`src/common/cpu_config.svh`:
```
`ifndef CPU_CONFIG_SVH
`define CPU_CONFIG_SVH

// data and instruction word
`define WORD_W 16

// 512-word unified memory
`define ADDR_W 9
`define MEM_DEPTH 512

// register file
`define REG_IDX_W 3
`define NUM_REGS 8

`endif

```
`src/common/isa_pkg.sv`:
```
package isa_pkg;

	// major operation, instr[15:13]
	typedef enum logic [2:0]
	{
		OPC_LDR  = 3'b011,
		OPC_STR  = 3'b100,
		OPC_ALU  = 3'b101,
		OPC_MOV  = 3'b110,
		OPC_HALT = 3'b111
	} opcode_t;

	typedef enum logic [1:0]
	{
		ALU_ADD = 2'b00,
		ALU_CMP = 2'b01, // subtract, flags only
		ALU_AND = 2'b10,
		ALU_MVN = 2'b11
	} alu_op_t;

	// MOV reuses the op field, 10 selects the imm8 form
	localparam alu_op_t MOV_IMM_FORM = alu_op_t'(2'b10);

	typedef enum logic [1:0]
	{
		SH_NONE = 2'b00,
		SH_LSL  = 2'b01,
		SH_LSR  = 2'b10,
		SH_ASR  = 2'b11
	} shift_t;

	localparam int OPC_HI = 15;
	localparam int OPC_LO = 13;
	localparam int OP_HI = 12;
	localparam int OP_LO = 11;
	localparam int RN_LO = 8;
	localparam int RD_LO = 5;
	localparam int SH_HI = 4;
	localparam int SH_LO = 3;
	localparam int RM_LO = 0;
	localparam int IMM8_W = 8;
	localparam int IMM5_W = 5;

endpackage

```
`src/common/ctrl_pkg.sv`:
```
package ctrl_pkg;

	typedef enum logic [3:0]
	{
		ST_RESET,
		ST_FETCH1,
		ST_FETCH2,
		ST_UPDATE,
		ST_DECODE,
		ST_A,
		ST_B,
		ST_C,
		ST_D,
		ST_E,
		ST_F,
		ST_G,
		ST_H,
		ST_HALT
	} ctrl_state_t;

	typedef enum logic [1:0]
	{
		MEM_NONE  = 2'b00,
		MEM_READ  = 2'b01,
		MEM_WRITE = 2'b11
	} mem_cmd_t;

	// register file write source
	typedef enum logic [1:0]
	{
		WB_C     = 2'b00,
		WB_IMM8  = 2'b01,
		WB_MDATA = 2'b10
	} wb_sel_t;

	typedef enum logic [1:0]
	{
		SEL_RN = 2'b00,
		SEL_RD = 2'b01,
		SEL_RM = 2'b10
	} reg_sel_t;

endpackage

```
`src/datapath/alu.sv`:
```
`timescale 1ns/1ps
`include "cpu_config.svh"

module alu
	import isa_pkg::*;
(
	input  logic [`WORD_W-1:0] a,
	input  logic [`WORD_W-1:0] b,
	input  alu_op_t            op,
	output logic [`WORD_W-1:0] result,
	output logic               n,
	output logic               v,
	output logic               z
);

	localparam int MSB = `WORD_W - 1;

	always_comb
	begin
		v = 1'b0;
		case (op)
			ALU_ADD: result = a + b;
			ALU_CMP:
			begin
				result = a - b;
				v = (a[MSB] != b[MSB]) && (result[MSB] != a[MSB]); // signed overflow
			end
			ALU_AND: result = a & b;
			default: result = ~b;
		endcase
	end

	assign n = result[MSB];
	assign z = (result == '0);

endmodule

```
`src/datapath/datapath.sv`:
```
`timescale 1ns/1ps
`include "cpu_config.svh"

module datapath
	import isa_pkg::*, ctrl_pkg::*;
(
	input  logic                  clk,
	input  logic                  reset,
	input  logic [`REG_IDX_W-1:0] reg_num,
	input  logic                  write,
	input  wb_sel_t               wb_sel,
	input  logic                  load_a,
	input  logic                  load_b,
	input  logic                  load_c,
	input  logic                  load_status,
	input  logic                  a_sel,
	input  logic                  b_sel,
	input  shift_t                shift,
	input  alu_op_t               op,
	input  logic [`WORD_W-1:0]    mdata,
	input  logic [`WORD_W-1:0]    sximm8,
	input  logic [`WORD_W-1:0]    sximm5,
	output logic [`WORD_W-1:0]    c_out,
	output logic                  n,
	output logic                  v,
	output logic                  z
);

	logic [`WORD_W-1:0] regs [`NUM_REGS];
	logic [`WORD_W-1:0] wb_data;
	logic [`WORD_W-1:0] a_reg, b_reg;
	logic [`WORD_W-1:0] b_shifted;
	logic [`WORD_W-1:0] a_in, b_in;
	logic [`WORD_W-1:0] alu_out;
	logic alu_n, alu_v, alu_z;

	always_comb
	begin
		case (wb_sel)
			WB_IMM8:  wb_data = sximm8;
			WB_MDATA: wb_data = mdata;
			default:  wb_data = c_out;
		endcase
	end

	// one index serves both read and write, the FSM never needs two at once
	always_ff @(posedge clk)
	begin
		if (write)
			regs[reg_num] <= wb_data;
		if (load_a)
			a_reg <= regs[reg_num];
		if (load_b)
			b_reg <= regs[reg_num];
		if (load_c)
			c_out <= alu_out;
	end

	always_comb
	begin
		case (shift)
			SH_LSL:  b_shifted = {b_reg[`WORD_W-2:0], 1'b0};
			SH_LSR:  b_shifted = {1'b0, b_reg[`WORD_W-1:1]};
			SH_ASR:  b_shifted = {b_reg[`WORD_W-1], b_reg[`WORD_W-1:1]};
			default: b_shifted = b_reg;
		endcase
	end

	assign a_in = a_sel ? '0 : a_reg;
	assign b_in = b_sel ? sximm5 : b_shifted;

	alu i_alu (
		.a(a_in), .b(b_in), .op(op),
		.result(alu_out), .n(alu_n), .v(alu_v), .z(alu_z)
	);

	// status only changes on CMP
	always_ff @(posedge clk)
	begin
		if (reset)
		begin
			n <= 1'b0;
			v <= 1'b0;
			z <= 1'b0;
		end
		else if (load_status)
		begin
			n <= alu_n;
			v <= alu_v;
			z <= alu_z;
		end
	end

endmodule

```
`src/hdl/instr_decode.sv`:
```
`timescale 1ns/1ps
`include "cpu_config.svh"

module instr_decode
	import isa_pkg::*;
(
	input  logic [`WORD_W-1:0]    instr,
	output opcode_t               opcode,
	output alu_op_t               op,
	output logic [`REG_IDX_W-1:0] rn,
	output logic [`REG_IDX_W-1:0] rd,
	output logic [`REG_IDX_W-1:0] rm,
	output shift_t                shift,
	output logic [`WORD_W-1:0]    sximm8,
	output logic [`WORD_W-1:0]    sximm5
);

	logic mem_op;

	assign opcode = opcode_t'(instr[OPC_HI:OPC_LO]);
	assign op = alu_op_t'(instr[OP_HI:OP_LO]);

	assign rn = instr[RN_LO +: `REG_IDX_W];
	assign rd = instr[RD_LO +: `REG_IDX_W];
	assign rm = instr[RM_LO +: `REG_IDX_W];

	// LDR/STR carry imm5 where the shift field would be
	assign mem_op = (opcode == OPC_LDR) || (opcode == OPC_STR);
	assign shift = mem_op ? SH_NONE : shift_t'(instr[SH_HI:SH_LO]);

	assign sximm8 = {{(`WORD_W-IMM8_W){instr[IMM8_W-1]}}, instr[IMM8_W-1:0]};
	assign sximm5 = {{(`WORD_W-IMM5_W){instr[IMM5_W-1]}}, instr[IMM5_W-1:0]};

endmodule

```
`src/controller/cpu_fsm.sv`:
```
`timescale 1ns/1ps
`include "cpu_config.svh"

module cpu_fsm
	import isa_pkg::*, ctrl_pkg::*;
(
	input  logic     clk,
	input  logic     reset,
	input  opcode_t  opcode,
	input  alu_op_t  op,
	output reg_sel_t reg_sel,
	output wb_sel_t  wb_sel,
	output logic     write,
	output alu_op_t  alu_op,
	output logic     load_a,
	output logic     load_b,
	output logic     load_c,
	output logic     load_status,
	output logic     a_sel,
	output logic     b_sel,
	output mem_cmd_t mem_cmd,
	output logic     addr_sel,
	output logic     load_ir,
	output logic     load_pc,
	output logic     reset_pc,
	output logic     load_addr,
	output logic     halted
);

	ctrl_state_t state, next_state;
	logic mov_imm;
	logic is_cmp;

	assign mov_imm = (op == MOV_IMM_FORM);
	assign is_cmp = (op == ALU_CMP);

	always_ff @(posedge clk)
	begin
		if (reset)
			state <= ST_RESET;
		else
			state <= next_state;
	end

	// step count per group: MOV imm 1, MOV reg 3, ALU 4, LDR 6, STR 8
	always_comb
	begin
		next_state = ST_FETCH1;
		case (state)
			ST_FETCH1: next_state = ST_FETCH2;
			ST_FETCH2: next_state = ST_UPDATE;
			ST_UPDATE: next_state = ST_DECODE;
			ST_DECODE:
			begin
				case (opcode)
					OPC_MOV, OPC_ALU, OPC_LDR, OPC_STR: next_state = ST_A;
					OPC_HALT: next_state = ST_HALT;
					default: next_state = ST_FETCH1; // undefined opcode is skipped
				endcase
			end
			ST_A: next_state = (opcode == OPC_MOV && mov_imm) ? ST_FETCH1 : ST_B;
			ST_B: next_state = ST_C;
			ST_C: next_state = (opcode == OPC_MOV) ? ST_FETCH1 : ST_D;
			ST_D: next_state = (opcode == OPC_ALU) ? ST_FETCH1 : ST_E;
			ST_E: next_state = ST_F;
			ST_F: next_state = (opcode == OPC_LDR) ? ST_FETCH1 : ST_G;
			ST_G: next_state = ST_H;
			ST_HALT: next_state = ST_HALT; // held until reset
			default: next_state = ST_FETCH1;
		endcase
	end

	always_comb
	begin
		reg_sel = SEL_RN;
		wb_sel = WB_C;
		write = 1'b0;
		alu_op = ALU_ADD;
		load_a = 1'b0;
		load_b = 1'b0;
		load_c = 1'b0;
		load_status = 1'b0;
		a_sel = 1'b0;
		b_sel = 1'b0;
		mem_cmd = MEM_NONE;
		addr_sel = 1'b1;
		load_ir = 1'b0;
		load_pc = 1'b0;
		reset_pc = 1'b0;
		load_addr = 1'b0;
		halted = 1'b0;

		case (state)
			ST_RESET:
			begin
				load_pc = 1'b1;
				reset_pc = 1'b1;
			end
			ST_FETCH1: mem_cmd = MEM_READ;
			ST_FETCH2:
			begin
				mem_cmd = MEM_READ;
				load_ir = 1'b1;
			end
			ST_UPDATE: load_pc = 1'b1;
			ST_A:
			begin
				if (opcode == OPC_MOV && mov_imm)
				begin
					wb_sel = WB_IMM8; // Rn = sximm8
					write = 1'b1;
				end
				else if (opcode == OPC_MOV)
				begin
					reg_sel = SEL_RM;
					load_b = 1'b1;
				end
				else
					load_a = 1'b1; // base or first operand from Rn
			end
			ST_B:
			begin
				if (opcode == OPC_ALU)
				begin
					reg_sel = SEL_RM;
					load_b = 1'b1;
				end
				else
				begin
					a_sel = (opcode == OPC_MOV); // 0 + shifted B
					b_sel = (opcode != OPC_MOV); // Rn + sximm5
					load_c = 1'b1;
				end
			end
			ST_C:
			begin
				if (opcode == OPC_MOV)
				begin
					reg_sel = SEL_RD;
					write = 1'b1;
				end
				else if (opcode == OPC_ALU)
				begin
					alu_op = op;
					load_status = is_cmp;
					load_c = !is_cmp;
				end
				else
					load_addr = 1'b1;
			end
			ST_D:
			begin
				if (opcode == OPC_ALU)
				begin
					reg_sel = SEL_RD;
					write = !is_cmp;
				end
				else
					addr_sel = 1'b0; // point memory at the data address
			end
			ST_E:
			begin
				addr_sel = 1'b0;
				if (opcode == OPC_LDR)
					mem_cmd = MEM_READ;
				else
				begin
					reg_sel = SEL_RD;
					load_b = 1'b1; // store data
				end
			end
			ST_F:
			begin
				addr_sel = 1'b0;
				if (opcode == OPC_LDR)
				begin
					mem_cmd = MEM_READ; // keep read_data valid for the write
					reg_sel = SEL_RD;
					wb_sel = WB_MDATA;
					write = 1'b1;
				end
				else
				begin
					a_sel = 1'b1;
					load_c = 1'b1;
				end
			end
			ST_G:
			begin
				addr_sel = 1'b0;
				mem_cmd = MEM_WRITE;
			end
			ST_H: addr_sel = 1'b0;
			ST_HALT: halted = 1'b1;
			default: ;
		endcase
	end

endmodule

```
`src/hdl/cpu.sv`:
```
`timescale 1ns/1ps
`include "cpu_config.svh"

module cpu
	import isa_pkg::*, ctrl_pkg::*;
(
	input  logic                clk,
	input  logic                reset,
	input  logic [`WORD_W-1:0]  read_data,
	output logic [`WORD_W-1:0]  out,
	output logic                n,
	output logic                v,
	output logic                z,
	output logic                halted,
	output mem_cmd_t            mem_cmd,
	output logic [`ADDR_W-1:0]  mem_addr
);

	logic [`WORD_W-1:0] ir;
	logic [`ADDR_W-1:0] pc;
	logic [`ADDR_W-1:0] next_pc;
	logic [`ADDR_W-1:0] data_addr;

	opcode_t opcode;
	alu_op_t op;
	alu_op_t alu_op;
	shift_t shift;
	logic [`REG_IDX_W-1:0] rn, rd, rm;
	logic [`REG_IDX_W-1:0] reg_num;
	logic [`WORD_W-1:0] sximm8, sximm5;
	logic [`WORD_W-1:0] c_out;

	reg_sel_t reg_sel;
	wb_sel_t wb_sel;
	logic write, load_a, load_b, load_c, load_status;
	logic a_sel, b_sel;
	logic addr_sel, load_ir, load_pc, reset_pc, load_addr;

	always_ff @(posedge clk)
	begin
		if (load_ir)
			ir <= read_data;
	end

	assign next_pc = reset_pc ? '0 : pc + 1'b1;

	always_ff @(posedge clk)
	begin
		if (load_pc)
			pc <= next_pc;
	end

	// LDR/STR address from the low bits of C
	always_ff @(posedge clk)
	begin
		if (load_addr)
			data_addr <= c_out[`ADDR_W-1:0];
	end

	assign mem_addr = addr_sel ? pc : data_addr;
	assign out = c_out; // store data

	always_comb
	begin
		case (reg_sel)
			SEL_RD:  reg_num = rd;
			SEL_RM:  reg_num = rm;
			default: reg_num = rn;
		endcase
	end

	instr_decode i_decode (
		.instr(ir), .opcode(opcode), .op(op), .rn(rn), .rd(rd), .rm(rm),
		.shift(shift), .sximm8(sximm8), .sximm5(sximm5)
	);

	cpu_fsm i_fsm (
		.clk(clk), .reset(reset), .opcode(opcode), .op(op),
		.reg_sel(reg_sel), .wb_sel(wb_sel), .write(write), .alu_op(alu_op),
		.load_a(load_a), .load_b(load_b), .load_c(load_c), .load_status(load_status),
		.a_sel(a_sel), .b_sel(b_sel), .mem_cmd(mem_cmd), .addr_sel(addr_sel),
		.load_ir(load_ir), .load_pc(load_pc), .reset_pc(reset_pc),
		.load_addr(load_addr), .halted(halted)
	);

	datapath i_datapath (
		.clk(clk), .reset(reset), .reg_num(reg_num), .write(write), .wb_sel(wb_sel),
		.load_a(load_a), .load_b(load_b), .load_c(load_c), .load_status(load_status),
		.a_sel(a_sel), .b_sel(b_sel), .shift(shift), .op(alu_op),
		.mdata(read_data), .sximm8(sximm8), .sximm5(sximm5),
		.c_out(c_out), .n(n), .v(v), .z(z)
	);

endmodule

```
`config.mk`:
```
export PLATFORM = sky130hd
export DESIGN_NAME = cpu
export DESIGN_NICKNAME = d
export VERILOG_FILES = /design/src/common/isa_pkg.sv /design/src/common/ctrl_pkg.sv /design/src/datapath/alu.sv /design/src/datapath/datapath.sv /design/src/hdl/instr_decode.sv /design/src/controller/cpu_fsm.sv /design/src/hdl/cpu.sv
export VERILOG_INCLUDE_DIRS = /design/src /design/src/common
export SDC_FILE = /design/constraint.sdc
export NUM_CORES = 1
export LEC_CHECK = 0
export CAP_MARGIN = 40
export CORE_AREA = 3 3 142 144
export DETAILED_ROUTE_END_ITERATION = 10
export DIE_AREA = 0 0 145 147
export DONT_BUFFER_PORTS = 1
export PLACE_DENSITY = 0.75
export SLEW_MARGIN = 20
export SYNTH_ARGS = -nofsm -noshare
export SYNTH_HDL_FRONTEND = slang
export SYNTH_SLANG_ARGS = --single-unit
```
`constraint.sdc`:
```
create_clock -name clk -period 9.56 [get_ports clk]
set_input_delay 1.912 -clock clk [delete_from_list [all_inputs] [get_ports clk]]
set_output_delay 1.912 -clock clk [all_outputs]
set_load 0.02 [all_outputs]
```
# After elaboration in Yosys (flattened, before gate mapping)
# Memories as Yosys holds them, arrays and structs flattened.
# Index checks and enable logic that the tools add are counted.
# word_totals
mem_bits_rw	128
memories	1
romBits	0
ff_bits	89
latchBits	0
output_inout_bits	31
elab_cells	121
input_bits	18
# classes
order_cmp	0
add_sub_neg	3
n_eq_ne	32
bitwise_logic	2
muxes	61
multipliers	0
n_shift	0
n_reduce_logical	12
n_div	0
# mem_list
name	words	word_bits	read_ports	rd_ports_with_merged_regs	wr	line	text
i_datapath.regs	8	16	1	0	1	datapath.sv:29	logic [`WORD_W-1:0] regs [`NUM_REGS];
# op_table
op	count
$pmux W16 S3	2
$pmux W4 S12	1
$mux W1	32
$mux W16	2
$pmux W16 S2	1
$eq A4 B4 Y1 const B	6
$add A16 B16 Y16	1
$and A16 B16 Y16	1
$eq A4 B3 Y1 const B	4
$logic_not A16 Y1	1
$mux W2	8
$not A16 Y16	1
$sub A16 B16 Y16	1
$eq A2 B2 Y1 const B	6
$eq A3 B3 Y1 const B	4
$mux W4	3
$pmux W2 S6	1
$eq A2 B1 Y1 const B	5
$add A9 B1 Y9 const B	1
$mux W9	1
$eq A4 B2 Y1 const B	2
$pmux W4 S2	1
$reduce_or A4 Y1	2
$pmux W1 S3	2
other kinds (16)	21

# Longest topological paths before layout
# depth
depth_word	10
ltp_mapped	21
depth_no_buf	19

# Cells and area by module
# From an unflattened synthesis, not the netlist that was laid out.
# hier_totals
cells_unflattened	931
area_unflattened_um2	11836.4
# by_module_without_submodules
mod	n_inst	area_each_um2	seq_area_each_um2	cells_each
datapath	1	7379.6	5345.1	403
alu	1	2084.5	0.0	299
cpu	1	1382.6	1021.0	87
cpu_fsm	1	611.8	80.1	92
instr_decode	1	377.9	0.0	50

# Worst setup path after synthesis
# Ideal clock, no wire load.
# synth_timing
path_type	flip-flop to flip-flop
from	register ir[13]
to	memory i_datapath.regs[6][0] in the netlist's numbering (enable)
arrival_time_ns	4.194
stages_incl_launch_ff	14
synth_period_minus_slack_ns	4.624
setup_time_ns	0.430
n_path_buf	6
t_required_ns	9.130
setup_slack_ns	4.936
cell_sequence	edfxtp_1 buf_2 and3b_1 clkbuf_1 a32oi_1 nand2b_1 ha_1 clkbuf_1 nand2_1 o21a_1 clkbuf_1 clkbuf_1 clkbuf_1 nor4_1
# synth_between
elab_chain_len	6
word_cells_on_any_way	22
cone_classes	5 x eq/ne; 16 x mux; 1 x reduce/logical
# synth_lines
element	line	text
start, declared	cpu.sv:19	logic [`WORD_W-1:0] ir;
start signal, assigned	cpu.sv:42	ir <= read_data;
$eq A3 B3 Y1	cpu_fsm.sv:108, cpu_fsm.sv:113, cpu_fsm.sv:137	
$mux W2 or $logic_and A1 B1 Y1 (tied branches)	cpu_fsm.sv:113, cpu_fsm.sv:108	
$mux W2 or $mux W1 (tied branches)	cpu_fsm.sv:108	if (opcode == OPC_MOV && mov_imm)
$pmux W2 S6 or $pmux W1 S4 (tied branches)	cpu_fsm.sv:93	case (state)
$eq A2 B2 Y1, or another cell as far along	cpu.sv:65	case (reg_sel)
$pmux W3 S2 or $mux W1 (tied branches)	cpu.sv:65, datapath.sv:50	
end, declared	datapath.sv:29	
# Parallel ways exist; a longest one is shown, timed or not.

# Worst setup path after layout
# layout_timing
from	register i_fsm.state[2]
to	register i_datapath.z
# layout_between
elab_chain_len	6
word_cells_on_any_way	18
cone_classes	2 x add/sub; 5 x eq/ne; 7 x mux; 2 x bitwise; 2 x reduce/logical
# layout_lines
element	line	text
start, declared	cpu_fsm.sv:30	ctrl_state_t state, next_state;
start signal, assigned	cpu_fsm.sv:42	state <= next_state;
$eq A4 B4 Y1 or $eq A4 B3 Y1 (tied branches)	cpu_fsm.sv:93	
$pmux W1 S2 or $mux W1 (tied branches)	cpu_fsm.sv:93	
$mux W16 (on tied branches)	datapath.sv:69, datapath.sv:70	
$sub A16 B16 Y16, or another cell as far along	alu.sv:25	result = a - b;
$pmux W16 S3 *	alu.sv:21	case (op)
named net i_datapath.alu_n	datapath.sv:35	logic alu_n, alu_v, alu_z;
$logic_not A16 Y1 *	alu.sv:34	assign z = (result == '0);
end signal, assigned	datapath.sv:90	z <= alu_z;
end, declared	datapath.sv:26	output logic z
# The timed path passes the listed nets; every way through them passes the cells marked *.
# A chain may end at the register's enable or synchronous reset.

==> out/metrics.csv <==
metric;value;unit
gp_congestion;0.958;
overflow;0;
multiInputGateArea;4530;µm²
synth_nets;1078;
synth_edf_count;210;
rsz0062_at_grt;no;
vias_per_cell;6.38;
slew_violations;0;
grt_pass1_wl;45.6;mm
internal-power;1.61;mW
die_x;145;µm
ant_nets;0;
grt_max_degree;44;
antennaDiodeCount;0;
cp_slowest_cell;nand4_1;
p_clk_share;44.1;%
async_flop_share;0;%
ios;49;
min_path_type;flip-flop to flip-flop;
insertion_delay;0.53;ns
syn2layout_area_growth;10.0;%
clk_pin_slew;0.07;ns
p_total;2.05;mW
drt_iter0_drc;926;
setup_viol;0;
die_area;21300;µm²
first_global_vias;7800;
grt_antenna_before_repair;0;
r2r_slack;4.43;ns
fmax;0.195;GHz
fin_util;66.3;%
h-tree-depth;1;
largest_reg_flops;128;
crit_path_max_fanout;20;
ir_worst_vdd;0.000216;V
tns;0;ns
min_from;i_datapath.n$_SDFFE_PP0P_;
start_util;60.3;%
switching_share;21.5;%
hold_violations;0;
cp.required;9.96;ns
yosys.cell_types.count;78;
ys_seq_area_share;56.8;%
clk_path_buf_depth;3;
final-instance-count-excl-fill;1296;
crit_path_cell_trace;nor2b_1 -> nand4_1 -> o221ai_1 -> o21a_1 -> inv_1 -> ha_1 -> nor2b_1 -> o21ai_0 -> o21ai_0 -> a311oi_1 -> a2111oi_0 -> o41ai_1 -> xor2_1 -> nand2_1 -> a22oi_1 -> o31ai_1;
timing.rr.end;i_datapath.z$_SDFFE_PP0P_;
cts_resized;0;
drive_above_1_share;11.0;%
grt_usage;27.1;%
wl;29.0;mm
synth_seq_cells;217;
place_ws;4.56;ns
p_per_area;164;nW/µm²
vias;8272;
arrival;5.53;ns
drc;0;
fillers;1412;
p_switching;0.441;mW
hpwl;20.6;mm
synth_warnings;0;
leakage;4.43;nW
synth.area.top_cells;edfxtp_1, ha_1, nand2_1, a21oi_1, nor2_1;
status;complete, no violations;
netlist_instances;1021;
regArea;6450;µm²
cts_tree;built;
final_nets;1076;
maxCapViolCount;0;
power_frac_seq;51.4;%
fin_crit_sh;53.6;%
slowest_delay;0.64;ns
synthesis.area;11300;µm²
combPwrFrac;4.5;%
worstHoldPathCells;2;
yosys_most_used_dff;edfxtp_1;
critPathCaptureType;flip-flop;
relSlewSlack;42.3;%
fin_skew;0.0113;ns
io_buffers;0;
place_inst;1249;
avgSynthCellArea;11.1;µm²
reg2reg_depth;16;
wl_per_cell;22.4;µm
reg2reg_from;i_fsm.state[2]$_SDFF_PP0_;
core;18800;µm²
firstDrtPassIters;5;
clock_sinks;217;
num_rows;50;
cts_root_buf;clkbuf_16;
postCtsHoldBufs;0;
start_kind;flip-flop;
tightest_slew;0.865;ns
synth_area_leader_cell;edfxtp_1;
fin_ws;4.43;ns
criticalPathCategory;flip-flop to flip-flop;
crit_family;compound AO/OA/AOI/OAI gates;
post_cts_buffers;0;
numCtsBuffers;23;
critPathBufInv;1;
regMostFlops;i_datapath.regs;
holdPathEnd;i_datapath.n$_SDFFE_PP0P_;
synth_top_cell_area_share;55.6;%
min_period;5.13;ns
die_h;147;µm
[worst min-delay path: stages, from the launching register on]
cell and delay (ns):
dfxtp_1 0.37, nand2_1 0.08, a21oi_1 0.06
[per-layer routing]
metal	track usage, %	vias to the layer above	share of wire, %
met3	4.53	68	8.7
li1	-	3831	-
met4	8.31	0	3.3
met1	38.2	3958	41
met2	43.7	415	47
met5	0	-	0
[cell type report]
class	count	area share [%]
sequential	217	51.6
multi-input combinational	695	36.3
clock buffer	25	4.75
tap	260	2.61
timing repair buffer	32	1.80
inverter	50	1.50
clock inverter	17	1.41
[cells in the mapped netlist, types with 15 or more instances]
master	n
o21ai_0	48
a211oi_1	23
ha_1	37
and2_1	15
a22oi_1	27
clkbuf_1	44
o22ai_1	21
nand2_1	118
nor2_1	70
a21oi_1	83
inv_1	50
nor3_1	31
nand3_1	17
edfxtp_1	210
[metrics by stage]
| stage | cell area, µm² | hold WS, ns |
|---|---|---|
| after floorplan | 11300 | 0.524 |
| after global placement | 11700 | 0.557 |
| after detailed placement | 11700 | 0.545 |
| after CTS | 12500 | 0.554 |
| after global routing | 12500 | 0.577 |
| final | 12500 | 0.548 |
[cell families after synthesis]
group	synth area share, %
DFF	56.8
AOI/OAI and AO/OA	16.4
muxes	3.04
adders and majority gates	4.43
and+or+nand+nor	13.8
buffers and inverters	3.95
xor gates and xnor gates	1.62
[placed cells by master, fill, tap and decap left out, types with 9 or more instances in the layout]
cell type	synthesis	layout
buf_4	3	25
ha_1	37	37
nor3_1	31	23
clkbuf_16	0	23
a21oi_1	83	83
o21ai_0	48	48
o22ai_1	21	21
nand3_1	17	17
a31oi_1	12	12
and2_1	15	15
mux2_2	12	12
a21o_1	9	9
nor2b_1	12	12
a22oi_1	27	27
inv_1	50	50
nor3_2	1	9
edfxtp_1	210	210
a211oi_1	23	23
nand2_1	118	118
nor2_1	70	70
xor2_1	13	13
[worst max-delay path by stage]
| stage | end | slack (ns) | cells after the start | start |
|---|---|---|---|---|
| floorplan | i_datapath.regs[6][0]$_DFFE_PP_ | 4.94 | 13 | ir[13]$_DFFE_PP_ |
| global placement | i_datapath.z$_SDFFE_PP0P_ | 4.68 | 15 | i_fsm.state[2]$_SDFF_PP0_ |
| detailed placement | i_datapath.z$_SDFFE_PP0P_ | 4.56 | 15 | i_fsm.state[2]$_SDFF_PP0_ |
| CTS | i_datapath.z$_SDFFE_PP0P_ | 4.54 | 15 | i_fsm.state[2]$_SDFF_PP0_ |
| global route | i_datapath.z$_SDFFE_PP0P_ | 3.79 | 15 | i_fsm.state[2]$_SDFF_PP0_ |
| finish | i_datapath.z$_SDFFE_PP0P_ | 4.43 | 16 | i_fsm.state[2]$_SDFF_PP0_ |
[power by group through the flow]
stage	sequential, mW	combinational (mW)	clock, mW
4_1_cts	1.05	0.0922	0.914
2_1_floorplan	1.07	0.0744	0
3_3_place_gp	1.07	0.0911	0
3_5_place_dp	1.07	0.0915	0
5_1_grt	1.05	0.102	0.951
6_report	1.05	0.0932	0.903
Power figures use the tool's default switching activity.
